<file path="src/chip_params.svh">
`ifndef CHIP_PARAMS_SVH
`define CHIP_PARAMS_SVH

// Tag frame fields.
`define CHIP_TAG_ID_W      2
`define CHIP_TAG_PAYLOAD_W 8

`define CHIP_CORD_W 7 // Destination coordinate.

// Link counts and word widths.
`define CHIP_IO_LINK_NUM  2
`define CHIP_IO_LINK_W    16
`define CHIP_MEM_LINK_NUM 2
`define CHIP_MEM_LINK_W   32

// Client addresses on the tag bus.
`define CHIP_TAG_ID_HB_RESET 0
`define CHIP_TAG_ID_CORD0    1
`define CHIP_TAG_ID_CORD1    2

`endif

</file>
<file path="src/chip_pkg.sv">
`include "chip_params.svh"

package chip_pkg;

  // ####################################################################
  // Tag bus types
  // ####################################################################

  typedef logic [`CHIP_TAG_ID_W-1:0]      tag_id_t;
  typedef logic [`CHIP_TAG_PAYLOAD_W-1:0] tag_payload_t;

  // hb control payload, sits in the low bits of a frame.
  typedef struct packed
  {
    logic padding;
    logic reset; // Core held in reset when set.
  } hb_tag_payload_s;

  // hb destination coordinate payload.
  typedef struct packed
  {
    logic [`CHIP_CORD_W-1:0] cord;
  } hb_dest_cord_tag_payload_s;

  // ####################################################################
  // Link words
  // ####################################################################

  typedef logic [`CHIP_IO_LINK_W-1:0]  io_link_t;  // One I/O link.
  typedef logic [`CHIP_MEM_LINK_W-1:0] mem_link_t; // One memory link.

endpackage

</file>
<file path="src/bsg_chip_core_complex.sv">
`timescale 1ns/1ps
`include "chip_params.svh"

module bsg_chip_core_complex
  (input                                                        hb_clk_i
  ,input                                                        rst_n_i

  ,input                                                        tag_v_i
  ,input  chip_pkg::tag_id_t                                    tag_id_i
  ,input  chip_pkg::tag_payload_t                               tag_data_i

  ,input  chip_pkg::io_link_t  [`CHIP_IO_LINK_NUM-1:0]          io_links_i
  ,output chip_pkg::io_link_t  [`CHIP_IO_LINK_NUM-1:0]          io_links_o

  ,input  chip_pkg::mem_link_t [`CHIP_MEM_LINK_NUM-1:0]         mem_links_i
  ,output chip_pkg::mem_link_t [`CHIP_MEM_LINK_NUM-1:0]         mem_links_o

  ,output logic                                                 hb_reset_o
  ,output chip_pkg::hb_dest_cord_tag_payload_s [1:0]            hb_dest_cord_o
  ,output logic [1:0]                                           hb_cord_new_o
  );

  // ####################################################################
  // Tag clients
  // ####################################################################

  chip_pkg::hb_tag_payload_s hb_tag_data_lo;

  // New-data pulse of the reset client is not needed.
  bsg_tag_client #(.payload_t(chip_pkg::hb_tag_payload_s), .id_p(`CHIP_TAG_ID_HB_RESET))
    btc_hb
      (.hb_clk_i      (hb_clk_i)
      ,.rst_n_i       (rst_n_i)
      ,.tag_v_i       (tag_v_i)
      ,.tag_id_i      (tag_id_i)
      ,.tag_data_i    (tag_data_i)
      ,.recv_data_r_o (hb_tag_data_lo)
      ,.recv_new_r_o  ()
      );

  assign hb_reset_o = hb_tag_data_lo.reset;

  for (genvar i = 0; i < 2; i++)
  begin: hb_cord_loop
    bsg_tag_client
      #(.payload_t (chip_pkg::hb_dest_cord_tag_payload_s)
       ,.id_p      ((i == 0) ? `CHIP_TAG_ID_CORD0 : `CHIP_TAG_ID_CORD1)
       )
      btc_hb_dest_cord
        (.hb_clk_i      (hb_clk_i)
        ,.rst_n_i       (rst_n_i)
        ,.tag_v_i       (tag_v_i)
        ,.tag_id_i      (tag_id_i)
        ,.tag_data_i    (tag_data_i)
        ,.recv_data_r_o (hb_dest_cord_o[i])
        ,.recv_new_r_o  (hb_cord_new_o[i])
        );
  end

  // ####################################################################
  // Loopback
  // ####################################################################

  // Zeros loaded while the core sits in reset.
  always_ff @(posedge hb_clk_i)
  begin
    if (!rst_n_i || hb_reset_o)
    begin
      io_links_o  <= '0;
      mem_links_o <= '0;
    end
    else
    begin
      io_links_o  <= io_links_i;
      mem_links_o <= mem_links_i;
    end
  end

endmodule

</file>
<file path="src/bsg_chip_top.sv">
`timescale 1ns/1ps
`include "chip_params.svh"

module bsg_chip_top
  (input                                                hb_clk_i
  ,input                                                rst_n_i

  ,input                                                tag_en_i
  ,input                                                tag_data_i

  ,input  chip_pkg::io_link_t  [`CHIP_IO_LINK_NUM-1:0]  io_links_i
  ,output chip_pkg::io_link_t  [`CHIP_IO_LINK_NUM-1:0]  io_links_o
  ,input  chip_pkg::mem_link_t [`CHIP_MEM_LINK_NUM-1:0] mem_links_i
  ,output chip_pkg::mem_link_t [`CHIP_MEM_LINK_NUM-1:0] mem_links_o

  ,output logic                                         hb_reset_o
  ,output chip_pkg::hb_dest_cord_tag_payload_s [1:0]    hb_dest_cord_o
  ,output logic [1:0]                                   hb_cord_new_o
  );

  // Strobe from master to the clients.
  logic                   tag_v;
  chip_pkg::tag_id_t      tag_id;
  chip_pkg::tag_payload_t tag_data;

  bsg_tag_master tag_master
    (.hb_clk_i   (hb_clk_i)
    ,.rst_n_i    (rst_n_i)
    ,.tag_en_i   (tag_en_i)
    ,.tag_data_i (tag_data_i)
    ,.tag_v_o    (tag_v)
    ,.tag_id_o   (tag_id)
    ,.tag_data_o (tag_data)
    );

  bsg_chip_core_complex core_complex
    (.hb_clk_i       (hb_clk_i)
    ,.rst_n_i        (rst_n_i)
    ,.tag_v_i        (tag_v)
    ,.tag_id_i       (tag_id)
    ,.tag_data_i     (tag_data)
    ,.io_links_i     (io_links_i)
    ,.io_links_o     (io_links_o)
    ,.mem_links_i    (mem_links_i)
    ,.mem_links_o    (mem_links_o)
    ,.hb_reset_o     (hb_reset_o)
    ,.hb_dest_cord_o (hb_dest_cord_o)
    ,.hb_cord_new_o  (hb_cord_new_o)
    );

endmodule

</file>
<file path="src/bsg_tag_client.sv">
`timescale 1ns/1ps

module bsg_tag_client
  #(parameter type payload_t = chip_pkg::tag_payload_t
   ,parameter int  id_p      = 0
   )
  (input                         hb_clk_i
  ,input                         rst_n_i

  ,input                         tag_v_i
  ,input chip_pkg::tag_id_t      tag_id_i
  ,input chip_pkg::tag_payload_t tag_data_i

  ,output payload_t              recv_data_r_o
  ,output logic                  recv_new_r_o
  );

  localparam int payload_w_lp = $bits(payload_t);

  logic match;

  // Strobe addressed to this client.
  assign match = tag_v_i && (tag_id_i == chip_pkg::tag_id_t'(id_p));

  always_ff @(posedge hb_clk_i)
  begin
    if (!rst_n_i)
    begin
      recv_data_r_o <= '0;
      recv_new_r_o  <= 1'b0;
    end
    else
    begin
      recv_new_r_o <= match;
      // Payload struct takes the low bits of the frame.
      if (match)
        recv_data_r_o <= payload_t'(tag_data_i[payload_w_lp-1:0]);
    end
  end

endmodule

</file>
<file path="src/bsg_tag_master.sv">
`timescale 1ns/1ps
`include "chip_params.svh"

module bsg_tag_master
  (input                         hb_clk_i
  ,input                         rst_n_i

  ,input                         tag_en_i
  ,input                         tag_data_i

  ,output logic                  tag_v_o
  ,output chip_pkg::tag_id_t      tag_id_o
  ,output chip_pkg::tag_payload_t tag_data_o
  );

  // Id bits then payload bits follow the start bit.
  localparam int frame_w_lp = `CHIP_TAG_ID_W + `CHIP_TAG_PAYLOAD_W;
  localparam int cnt_w_lp   = $clog2(frame_w_lp);

  logic                  busy_r;  // Inside a frame.
  logic [cnt_w_lp-1:0]   cnt_r;   // Bits taken so far.
  logic                  done_r;  // Last bit taken last edge.
  logic [frame_w_lp-1:0] shift_r;
  logic                  last_bit;

  assign last_bit = (cnt_r == cnt_w_lp'(frame_w_lp-1));

  // ####################################################################
  // Frame control
  // ####################################################################

  always_ff @(posedge hb_clk_i)
  begin
    if (!rst_n_i)
    begin
      busy_r  <= 1'b0;
      cnt_r   <= '0;
      done_r  <= 1'b0;
      tag_v_o <= 1'b0;
    end
    else
    begin
      done_r  <= 1'b0;
      tag_v_o <= done_r; // One cycle strobe.
      if (tag_en_i)
      begin
        if (!busy_r)
        begin
          // Idle zeros are dropped, a one starts the frame.
          if (tag_data_i)
          begin
            busy_r <= 1'b1;
            cnt_r  <= '0;
          end
        end
        else
        begin
          cnt_r <= cnt_r + cnt_w_lp'(1);
          if (last_bit)
          begin
            busy_r <= 1'b0;
            done_r <= 1'b1;
          end
        end
      end
    end
  end

  // ####################################################################
  // Frame data
  // ####################################################################

  // MSB first, so shift in from the bottom.
  always_ff @(posedge hb_clk_i)
  begin
    if (tag_en_i && busy_r)
      shift_r <= {shift_r[frame_w_lp-2:0], tag_data_i};
  end

  always_ff @(posedge hb_clk_i)
  begin
    if (done_r)
      {tag_id_o, tag_data_o} <= shift_r; // Held until the next frame.
  end

endmodule

</file>
<file path="config.mk">
export PLATFORM = sky130hd
export DESIGN_NAME = bsg_chip_top
export DESIGN_NICKNAME = d
export VERILOG_FILES = /design/src/chip_pkg.sv /design/src/bsg_chip_core_complex.sv /design/src/bsg_chip_top.sv /design/src/bsg_tag_client.sv /design/src/bsg_tag_master.sv
export VERILOG_INCLUDE_DIRS = /design/src /design/src/src
export SDC_FILE = /design/constraint.sdc
export NUM_CORES = 1
export LEC_CHECK = 0
export BUFFER_PORTS_ARGS = -buffer_cell sky130_fd_sc_hd__buf_2
export CAP_MARGIN = 10
export CORE_MARGIN = 2
export CORE_UTILIZATION = 35
export DETAILED_ROUTE_END_ITERATION = 10
export GPL_ROUTABILITY_DRIVEN = 0
export GPL_TIMING_DRIVEN = 0
export PLACE_DENSITY = 0.65
export RECOVER_POWER = 25
export SYNTH_ARGS = -nofsm -noshare
export SYNTH_HDL_FRONTEND = slang
export SYNTH_HIERARCHICAL = 1
export SYNTH_SLANG_ARGS = --single-unit
</file>
<file path="constraint.sdc">
create_clock -name hb_clk_i -period 1.2 [get_ports hb_clk_i]
set_clock_uncertainty 0.2 [all_clocks]
set_input_delay 0.06 -clock hb_clk_i [delete_from_list [all_inputs] [get_ports hb_clk_i]]
set_output_delay 0.06 -clock hb_clk_i [all_outputs]
set_load 0.005 [all_outputs]
</file>
==> metrics.cfg <==
[drt]
num_vias = 3748
wl_um = 12830
first_pass_iters = 4
antenna_left = 0
vias_per_cell = 4.328
drt-initial-drc-count = 129
wl_per_cell_um = 14.81
drc = 0

[global_route]
gr-total-overflow = 0
antenna_found_initial = 0
grt_use_total_pct = 17.92
first_global_vias = 3922
grt_max_degree = 24
grt_pass1_wl_um = 19520

[synthesis]
syn_inst = 334
netlist_area_um2 = 4503
syn_avg_cell_area_um2 = 13.48
synth_fp_nets = 436
yosys_warnings = 6

[critical_path]
crit_chain = and3b_1 -> buf_6 -> mux2i_1
slowest_stage = edfxtp_1
required_ps = 1330
cp-startpoint = tag_master/tag_id_o[0]$_DFFE_PP_
worstPathMaxFanout = 8
ff2ff_setup_slack_ps = -70
endpoint_kind = flip-flop
crit_type = flip-flop to flip-flop
rr_worst_depth = 3
critPathLaunchType = flip-flop
max_stage_delay_ps = 410
cp.arrival_ps = 1400
rr_startpoint = tag_master/tag_id_o[0]$_DFFE_PP_

[final_layout]
seq_area_um2 = 2989
multi_input_area_um2 = 1363
fillers = 974
post_route_cells_drive_above_1_share_pct = 41.93
insertedDiodeCount = 0
utilization_pct = 61.76
mostFrequentLayoutCells = buf_2, dfxtp_1, dlygate4sd3_1
final_nets = 783
layout_commonest_cell = buf_2
synthToLayoutAreaGrowth_pct = 72.38

[die]
num_rows = 41
die_h_um = 117.4
start_util_pct = 35.83
die_area_um2 = 13790
die_w_um = 117.4
ios = 213
coreArea_um2 = 12570

[clocking]
cts_root_buf = clkbuf_16
postCtsHoldBufs = 98
clk_pin_slew_ps = 60
clk_latency_ps = 410
cts.path.max_buffers = 2
clock-sinks = 139
htree_num_levels = 4
cts_tree = yes
cts-buffers-inserted = 17

[hold_path]
hold_class = input port to flip-flop

[timing]
slew_headroom_pct = 69.21
fmax_mhz = 787.9
setup_viol = 46
timing.hold.ws_ps = -58.64
slew_violations = 0
layout_min_cycle_time_ps = 1269
rsz0062_at_grt = true
setup_ws_ps = -69.19
hold_viol = 13
min_period_over_period_pct = 105.8
tns_ps = -1070
tightest_slew_ps = 461.9

[power]
p_leak_nw = 3.744
finalPower_mw = 11.65
p_per_area_nw_per_um2 = 1501
ir_worst_vdd_uv = 1110

[outcome]
status = finished, violations left
violations = negative hold slack, negative setup slack

[placement]
place_hpwl_um = 7479
place.port_buffers = 212
place_ws_ps = -227.3

[flow_run]
cap_violations = 0

## power by group
group,switching [mW],internal (mW)
Combinational,0.324,0.567
Sequential,0.0553,4.89
Clock,1.92,3.89
Total,2.30,9.35
## through the flow
step                instance area, um2  instances
floorplan                         4509        334
global placement                  5786        718
detailed placement                5786        718
CTS                               7525        855
global route                      7762        866
finish                            7762        866
## how the worst min path moves through the flow
| stage | start | to | slack (ps) | cells past startpoint |
|---|---|---|---|---|
| floorplan | tag_data_i | tag_master/shift_r[0]$_DFFE_PP_ | -40 | 0 |
| CTS | rst_n_i | core_complex/btc_hb/recv_data_r_o[0]$_SDFFE_PN0P_ | -70 | 3 |
| global route | rst_n_i | core_complex/btc_hb/recv_data_r_o[0]$_SDFFE_PN0P_ | -40 | 3 |
| finish | rst_n_i | core_complex/btc_hb/recv_data_r_o[0]$_SDFFE_PN0P_ | -60 | 3 |
| global placement | tag_data_i | tag_master/shift_r[0]$_DFFE_PP_ | 70 | 1 |
| detailed placement | tag_data_i | tag_master/shift_r[0]$_DFFE_PP_ | 70 | 1 |
## registers in the layout, summed over array words and instances (netlist names)
signal / cells
core_complex/mem_links_o: 64
core_complex/io_links_o: 32
core_complex/hb_cord_loop.btc_hb_dest_cord/recv_data_r_o: 14
tag_master/shift_r: 10
tag_master/tag_data_o: 7
tag_master/cnt_r: 4
core_complex/hb_cord_loop.btc_hb_dest_cord/recv_new_r_o: 2
tag_master/tag_id_o: 2
core_complex/btc_hb/recv_data_r_o: 1
tag_master/busy_r: 1
tag_master/done_r: 1
tag_master/tag_v_o: 1
## cell type report
cell class | instances | area share [%]
Buffer | 24 | 3.014
Clock buffer | 23 | 6.705
Clock inverter | 9 | 1.983
Inverter | 3 | 0.1934
Multi-Input combinational cell | 168 | 17.55
Sequential cell | 139 | 38.51
Tap cell | 172 | 2.772
Timing Repair Buffer | 328 | 29.27
## worst max-delay path, delay by kind of cell (launching register included)
family | cells | cell delay, ps
DFF | 1 | 410
and+or+nand+nor | 1 | 250
muxes | 1 | 190
buffers and inverters | 1 | 150
## layer usage
metal  global-route usage, %  part of all wire, %  up-vias
met4                   8.208                  2.1        0
met2                   31.98                   52      161
met1                   19.03                   40     1726
li1                        -                    -     1841
met3                   6.080                  6.5       20
met5                       0                    0        -
## timing repair
item	4_1_cts	5_1_grt
setup buffers	7	5
endpoints found under the hold margin	125	12
setup endpoints to repair	129	70
cloned	0	6
resized for setup	14	30
pin swaps	2	6
Power figures use the tool's default switching activity.
